<file path="src/include/lod_defs.svh">
`ifndef LOD_DEFS_SVH
`define LOD_DEFS_SVH

// signed 16.8 texel derivative.
`define LOD_DERIV_W 24
// footprint word, 8 fraction bits.
`define LOD_VAL_W 32
`define LOD_MAX_LEVEL 9
`define LOD_ADDR_W 2

`endif

</file>
<file path="src/hw/lod_cfg_pkg.sv">
`include "lod_defs.svh"

package lod_cfg_pkg;

	typedef enum logic [`LOD_ADDR_W-1:0] {
		reg_mode = 2'd0,
		reg_bias = 2'd1,
		reg_min  = 2'd2,
		reg_max  = 2'd3
	} lod_reg_e;

	typedef enum logic {
		filt_bilinear  = 1'b0,
		filt_trilinear = 1'b1
	} lod_filter_e;

	typedef struct packed {
		lod_filter_e       filter;
		logic signed [3:0] bias; // in whole levels.
		logic [3:0]        min_level;
		logic [3:0]        max_level;
	} lod_cfg_t;

endpackage

</file>
<file path="src/hw/lod_pkg.sv">
`include "lod_defs.svh"

package lod_pkg;

	// ########################################
	// datapath bundles

	typedef struct packed {
		logic signed [`LOD_DERIV_W-1:0] dudx;
		logic signed [`LOD_DERIV_W-1:0] dvdx;
		logic signed [`LOD_DERIV_W-1:0] dudy;
		logic signed [`LOD_DERIV_W-1:0] dvdy;
	} lod_deriv_t;

	typedef struct packed {
		logic [3:0] level;
		logic [5:0] fract; // blend weight toward next level.
	} lod_log2_t;

	typedef struct packed {
		logic [3:0] level;
		logic [5:0] fract;
		logic       blend; // two levels to be blended.
	} mip_sel_t;

endpackage

</file>
<file path="src/hw/lod_clamp.sv">
`timescale 1ns/100ps
`include "lod_defs.svh"

module lod_clamp (
	input  logic                   clk,
	input  logic                   rst_n,
	input  logic                   in_valid,
	input  lod_pkg::lod_log2_t     log2,
	input  lod_cfg_pkg::lod_cfg_t  cfg,
	output logic                   out_valid,
	output lod_pkg::mip_sel_t      mip
);
	import lod_cfg_pkg::*;

	logic signed [5:0] biased;
	logic [3:0]        sat_level;
	logic              sat_hit;
	logic [3:0]        final_level;
	logic              clamp_hit;
	logic              blend;

	assign biased = $signed({2'b00, log2.level}) + $signed({{2{cfg.bias[3]}}, cfg.bias});

	// ########################################
	// saturate then clamp

	always_comb begin
		sat_hit   = 1'b1;
		sat_level = 4'd0;
		if (biased < 6'sd0) begin
			sat_level = 4'd0;
		end else if (biased > `LOD_MAX_LEVEL) begin
			sat_level = 4'(`LOD_MAX_LEVEL);
		end else begin
			sat_level = biased[3:0];
			sat_hit   = 1'b0;
		end
	end

	// min applied last so it wins over max.
	always_comb begin
		final_level = sat_level;
		if (final_level > cfg.max_level) begin
			final_level = cfg.max_level;
		end
		if (final_level < cfg.min_level) begin
			final_level = cfg.min_level;
		end
		clamp_hit = sat_hit || (final_level != sat_level);
	end

	assign blend = (cfg.filter == filt_trilinear) && !clamp_hit;

	always_ff @(posedge clk or negedge rst_n) begin
		if (!rst_n) begin
			out_valid <= 1'b0;
		end else begin
			out_valid <= in_valid;
		end
	end

	always_ff @(posedge clk) begin
		if (in_valid) begin
			mip.level <= final_level;
			mip.fract <= blend ? log2.fract : 6'd0; // single level otherwise.
			mip.blend <= blend;
		end
	end

endmodule

</file>
<file path="src/hw/lod_regs.sv">
`timescale 1ns/100ps
`include "lod_defs.svh"

module lod_regs (
	input  logic                   clk,
	input  logic                   rst_n,
	input  logic                   we,
	input  logic                   re,
	input  lod_cfg_pkg::lod_reg_e  addr,
	input  logic [7:0]             wdata,
	output logic [7:0]             rdata,
	output lod_cfg_pkg::lod_cfg_t  cfg
);
	import lod_cfg_pkg::*;

	logic [7:0] rd_mux;

	// ########################################
	// write decode

	always_ff @(posedge clk or negedge rst_n) begin
		if (!rst_n) begin
			cfg.filter    <= filt_bilinear;
			cfg.bias      <= 4'sd0;
			cfg.min_level <= 4'd0;
			cfg.max_level <= 4'(`LOD_MAX_LEVEL); // full range.
		end else if (we) begin
			case (addr)
				reg_mode: cfg.filter    <= lod_filter_e'(wdata[0]);
				reg_bias: cfg.bias      <= $signed(wdata[3:0]);
				reg_min:  cfg.min_level <= wdata[3:0];
				reg_max:  cfg.max_level <= wdata[3:0];
			endcase
		end
	end

	// ########################################
	// read back

	always_comb begin
		case (addr)
			reg_mode: rd_mux = {7'd0, cfg.filter};
			reg_bias: rd_mux = {4'd0, cfg.bias}; // raw two's complement.
			reg_min:  rd_mux = {4'd0, cfg.min_level};
			reg_max:  rd_mux = {4'd0, cfg.max_level};
			default:  rd_mux = 8'd0;
		endcase
	end

	always_ff @(posedge clk or negedge rst_n) begin
		if (!rst_n) begin
			rdata <= 8'd0;
		end else if (re) begin
			rdata <= rd_mux; // holds until next read.
		end
	end

endmodule

</file>
<file path="src/hw/lod_rho.sv">
`timescale 1ns/100ps
`include "lod_defs.svh"

module lod_rho (
	input  logic                  clk,
	input  logic                  rst_n,
	input  logic                  in_valid,
	input  lod_pkg::lod_deriv_t   deriv,
	output logic                  rho_valid,
	output logic [`LOD_VAL_W-1:0] rho
);

	logic [`LOD_DERIV_W-1:0] abs_dudx;
	logic [`LOD_DERIV_W-1:0] abs_dvdx;
	logic [`LOD_DERIV_W-1:0] abs_dudy;
	logic [`LOD_DERIV_W-1:0] abs_dvdy;
	logic [`LOD_DERIV_W-1:0] max_x;
	logic [`LOD_DERIV_W-1:0] max_y;
	logic [`LOD_DERIV_W-1:0] max_all;

	// most negative input maps to 2^23 unsigned.
	function automatic logic [`LOD_DERIV_W-1:0] mag(
		input logic signed [`LOD_DERIV_W-1:0] d
	);
		return d[`LOD_DERIV_W-1] ? -d : d;
	endfunction

	assign abs_dudx = mag(deriv.dudx);
	assign abs_dvdx = mag(deriv.dvdx);
	assign abs_dudy = mag(deriv.dudy);
	assign abs_dvdy = mag(deriv.dvdy);

	assign max_x   = (abs_dudx > abs_dvdx) ? abs_dudx : abs_dvdx; // x direction.
	assign max_y   = (abs_dudy > abs_dvdy) ? abs_dudy : abs_dvdy; // y direction.
	assign max_all = (max_x > max_y) ? max_x : max_y;

	always_ff @(posedge clk or negedge rst_n) begin
		if (!rst_n) begin
			rho_valid <= 1'b0;
		end else begin
			rho_valid <= in_valid;
		end
	end

	always_ff @(posedge clk) begin
		if (in_valid) begin
			rho <= {{(`LOD_VAL_W - `LOD_DERIV_W){1'b0}}, max_all};
		end
	end

endmodule

</file>
<file path="src/hw/log2_table.sv">
`timescale 1ns/100ps
`include "lod_defs.svh"

module log2_table (
	input  logic                  clk,
	input  logic                  rst_n,
	input  logic                  in_valid,
	input  logic                  trilinear_en,
	input  logic [`LOD_VAL_W-1:0] val,
	output logic                  out_valid,
	output lod_pkg::lod_log2_t    log2
);

	logic [9:0] log_in;
	logic       over_flow;
	logic [3:0] base_level;
	logic [3:0] int_mm_no;
	logic [5:0] lod_fract;

	assign log_in    = val[17:8];
	assign over_flow = |val[`LOD_VAL_W-1:18];

	// ########################################
	// priority table

	// level n starts at 3 << (n+6). val[7] resolves the level 1 edge.
	always_comb begin
		casez ({over_flow, log_in, val[7]})
			12'b1_??????????_?: base_level = 4'(`LOD_MAX_LEVEL);
			12'b0_1?????????_?,
			12'b0_01????????_?,
			12'b0_0011??????_?: base_level = 4'd8;
			12'b0_0010??????_?,
			12'b0_00011?????_?: base_level = 4'd7;
			12'b0_00010?????_?,
			12'b0_000011????_?: base_level = 4'd6;
			12'b0_000010????_?,
			12'b0_0000011???_?: base_level = 4'd5;
			12'b0_0000010???_?,
			12'b0_00000011??_?: base_level = 4'd4;
			12'b0_00000010??_?,
			12'b0_000000011?_?: base_level = 4'd3;
			12'b0_000000010?_?,
			12'b0_0000000011_?: base_level = 4'd2;
			12'b0_0000000010_?,
			12'b0_0000000001_1: base_level = 4'd1;
			default:            base_level = 4'd0;
		endcase
	end

	// ########################################
	// trilinear raise and fraction

	always_comb begin
		int_mm_no = base_level;
		// upper half of the bracket.
		if (trilinear_en && !over_flow && log_in[base_level]) begin
			int_mm_no = base_level + 4'd1;
		end
		lod_fract = val[int_mm_no + 2 +: 6]; // bits level+7 down to level+2.
	end

	always_ff @(posedge clk or negedge rst_n) begin
		if (!rst_n) begin
			out_valid <= 1'b0;
		end else begin
			out_valid <= in_valid;
		end
	end

	always_ff @(posedge clk) begin
		if (in_valid) begin
			log2.level <= int_mm_no;
			log2.fract <= lod_fract;
		end
	end

endmodule

</file>
<file path="src/hw/texture_lod.sv">
`timescale 1ns/100ps
`include "lod_defs.svh"

module texture_lod (
	input  logic                   clk,
	input  logic                   rst_n,
	input  logic                   in_valid,
	input  lod_pkg::lod_deriv_t    deriv,
	input  logic                   cfg_we,
	input  logic                   cfg_re,
	input  lod_cfg_pkg::lod_reg_e  cfg_addr,
	input  logic [7:0]             cfg_wdata,
	output logic [7:0]             cfg_rdata,
	output logic                   out_valid,
	output lod_pkg::mip_sel_t      mip
);
	import lod_pkg::*;
	import lod_cfg_pkg::*;

	lod_cfg_t              cfg;
	logic                  rho_valid;
	logic [`LOD_VAL_W-1:0] rho;
	logic                  log_valid;
	lod_log2_t             log2;

	lod_regs u_regs (
		.clk   (clk),
		.rst_n (rst_n),
		.we    (cfg_we),
		.re    (cfg_re),
		.addr  (cfg_addr),
		.wdata (cfg_wdata),
		.rdata (cfg_rdata),
		.cfg   (cfg)
	);

	// ########################################
	// three stage datapath

	lod_rho u_rho (
		.clk       (clk),
		.rst_n     (rst_n),
		.in_valid  (in_valid),
		.deriv     (deriv),
		.rho_valid (rho_valid),
		.rho       (rho)
	);

	log2_table u_log2 (
		.clk          (clk),
		.rst_n        (rst_n),
		.in_valid     (rho_valid),
		.trilinear_en (cfg.filter == filt_trilinear),
		.val          (rho),
		.out_valid    (log_valid),
		.log2         (log2)
	);

	lod_clamp u_clamp (
		.clk       (clk),
		.rst_n     (rst_n),
		.in_valid  (log_valid),
		.log2      (log2),
		.cfg       (cfg),
		.out_valid (out_valid),
		.mip       (mip)
	);

endmodule

</file>
<file path="config.mk">
export PLATFORM = sky130hd
export DESIGN_NAME = texture_lod
export DESIGN_NICKNAME = d
export VERILOG_FILES = /design/src/hw/lod_cfg_pkg.sv /design/src/hw/lod_pkg.sv /design/src/hw/lod_clamp.sv /design/src/hw/lod_regs.sv /design/src/hw/lod_rho.sv /design/src/hw/log2_table.sv /design/src/hw/texture_lod.sv
export VERILOG_INCLUDE_DIRS = /design/src /design/src/include
export SDC_FILE = /design/constraint.sdc
export NUM_CORES = 1
export LEC_CHECK = 0
export BUFFER_PORTS_ARGS = -buffer_cell sky130_fd_sc_hd__buf_2
export CELL_PAD_IN_SITES_DETAIL_PLACEMENT = 1
export CELL_PAD_IN_SITES_GLOBAL_PLACEMENT = 1
export CORE_MARGIN = 3
export CORE_UTILIZATION = 25
export CTS_CLUSTER_SIZE = 10
export DETAILED_ROUTE_END_ITERATION = 10
export GPL_TIMING_DRIVEN = 0
export PLACE_DENSITY_LB_ADDON = 0.15
export SLEW_MARGIN = 40
export SYNTH_ARGS = -nofsm -noshare
export SYNTH_HDL_FRONTEND = slang
export SYNTH_HIERARCHICAL = 1
export SYNTH_SLANG_ARGS = --single-unit
</file>
<file path="constraint.sdc">
create_clock -name clk -period 4.4 [get_ports clk]
set_input_delay 0 -clock clk [delete_from_list [all_inputs] [get_ports clk]]
set_output_delay 0 -clock clk [all_outputs]
set_load 0.03 [all_outputs]
</file>
==> results.sh <==
export IMPL_syn_inst=1095
export IMPL_min_period_ns=6.11
export IMPL_regArea_um2=1800
export IMPL_max_cap_viol_count=0
export IMPL_hold_depth=2
export IMPL_n_fill_cell=4363
export IMPL_dr_pass1_iters=5
export IMPL_io_buffer_count=119
export IMPL_clk_latency_ns=0.34
export IMPL_rows=70
export IMPL_p_total_mw=5.37
export IMPL_diodes=0
export IMPL_gp_congestion=0.817
export IMPL_rr_endpoint="u_clamp/mip[1]"
export IMPL_cts_htree_levels=3
export IMPL_dpl_hpwl_mm=28.7
export IMPL_hold_viol_final=0
export IMPL_worstPathArrival_ns=6.27
export IMPL_areaGrowthSynthToFinish_pct=33.8
export IMPL_cellPowerDensity_nw_per_um2=427
export IMPL_clock_skew_ns=0.0122
export IMPL_power_leakage_nw=5.12
export IMPL_setup_violations=31
export IMPL_drive_gt1_frac=0.347
export IMPL_worstSetupEndpointType="flop"
export IMPL_rrSetupSlack_ns=-0.35
export IMPL_grt_max_degree=24
export IMPL_layout_commonest_cell="buf_2"
export IMPL_clock_tree_buffer_depth=2
export IMPL_max_freq_ghz=0.164
export IMPL_max_vdd_ir_drop_uv=226
export IMPL_cts_sinks=63
export IMPL_violations="setup timing"
export IMPL_die_x_um=200
export IMPL_rr_worst_depth=21
export IMPL_rr_startpoint="u_log2/log2[7]"
export IMPL_slew_headroom=0.504
export IMPL_grt_overflow_total=0
export IMPL_slew_viol_final=0
export IMPL_netlist_area_um2=9380
export IMPL_die_h_um=200
export IMPL_drt_iter0_drc=416
export IMPL_rsz0062_at_grt="true"
export IMPL_initial_core_util=0.255
export IMPL_endpoint="u_rho/rho[3]"
export IMPL_worstPathRequired_ns=4.55
export IMPL_dp_slack_ns=-3.06
export IMPL_outcome="finished with violations"
export IMPL_ant_nets=0
export IMPL_fin_crit_sh=1.39
export IMPL_avgViaCountPerCell=5.29
export IMPL_io_pins=131
export IMPL_cts_tree="done"
export IMPL_dpl_cell_area_um2=10800
export IMPL_track_usage=0.174
export IMPL_antenna_found_initial=1
export IMPL_layout_common_cells="120 x buf_2, 73 x ha_1, 68 x inv_1, 67 x buf_4, 63 x nand2_1"
export IMPL_coreArea_um2=36800
export IMPL_clock_root_buffer="clkbuf_16"
export IMPL_routed_wirelength_mm=35.5
export IMPL_grt_pass1_wl_mm=55.0
export IMPL_vias=9381
export IMPL_clk_pin_slew_ns=0.06
export IMPL_post_drt_wl_per_cell_um=20.0
export IMPL_syn_mean_instance_area_um2=8.57
export IMPL_first_global_vias=9689
export IMPL_startpoint="deriv[26]"
export IMPL_dieArea_um2=39900
export IMPL_post_route_drc_count=0
export IMPL_worstMarginPinSlew_ns=0.744
export IMPL_yosysWarnings=6
export IMPL_layout_setup_ws_ns=-1.71
export IMPL_start_kind="input port"
export IMPL_hp_class="input port to flop"
export IMPL_cp_max_fo=6
export IMPL_critPathKind="input port to flop"
export IMPL_multiInputGateArea_um2=7940
export IMPL_numCtsBuffers=9
export IMPL_design_area_um2=12600
export IMPL_final_nets=1501
## worst max-delay path, stage by stage
cell,delay (ns)
buf_12,0.10
or4_4,0.54
or4b_4,0.52
or4_4,0.51
buf_6,0.14
o31ai_4,0.24
xnor2_2,0.10
ha_1,0.30
nand4_1,0.17
nor2_4,0.19
nand2_4,0.07
or3_4,0.40
a21oi_4,0.30
buf_12,0.18
buf_6,0.10
mux2_4,0.30
ha_4,0.16
a2111o_1,0.33
o32a_1,0.32
o21ai_2,0.19
a32oi_4,0.10
or4b_4,0.56
and2_4,0.25
o221ai_4,0.20
## per-layer routing
layer / global-route usage / wire length, um / vias up
met4: 0.0264 / 469 / 0
met2: 0.325 / 18300 / 159
li1: - / - / 4596
met1: 0.224 / 15900 / 4603
met3: 0.0139 / 839 / 23
met5: 0 / 0 / -
## cell type report
| type | count | share of cell area |
|---|---|---|
| Tap cell | 468 | 0.0466 |
| Buffer | 56 | 0.0341 |
| Sequential cell | 63 | 0.143 |
| Clock inverter | 7 | 0.00578 |
| Multi-Input combinational cell | 912 | 0.632 |
| Inverter | 71 | 0.0212 |
| Clock buffer | 9 | 0.0179 |
| Timing Repair Buffer | 188 | 0.0989 |
## report_power, final
group	internal, mW	switching, mW
combinational	1.61	2.02
clock	0.439	0.282
sequential	0.863	0.150
total	2.91	2.46
## flip-flops by register name, indices dropped and copies added (netlist names)
name	flops
u_regs/cfg	13
u_rho/rho_valid	1
u_rho/rho	22
u_log2/log2	10
u_regs/rdata	4
u_log2/out_valid	1
u_clamp/mip	11
u_clamp/out_valid	1
## worst min path at each step
stage / start / endpoint / slack, ns
after global routing: in_valid / u_rho/rho_valid / 0.08
after detailed placement: rst_n / u_regs/rdata[3] / 0.02
after CTS: cfg_addr[0] / u_regs/rdata[0] / 0.05
after floorplan: rst_n / u_clamp/out_valid / -0.30
final: cfg_addr[0] / u_regs/rdata[0] / 0.05
after global placement: rst_n / u_regs/rdata[3] / 0.004
## what timing repair did
action                                  CTS  global route
pin swaps                                81            47
buffers inserted                         45            18
endpoints found under the setup margin   35            36
gates cloned                              2             1
resized for setup                       112            66
hold endpoints to repair                 34             0
hold buffers                              6             0
## metrics by stage
step | hold slack [ns] | TNS [ns] | std cells | util
4_1_cts | 0.0505 | -42.23 | 1756 | 0.329
3_5_place_dp | 0.0180 | -68.81 | 1692 | 0.294
5_1_grt | 0.0774 | -44.88 | 1774 | 0.341
2_1_floorplan | -0.296 | -36.02 | 1105 | -
6_report | 0.0542 | -38.98 | 1774 | 0.341
3_3_place_gp | 0.00407 | -76.80 | 1692 | 0.293
No activity file was read; power rests on OpenSTA's default activity.
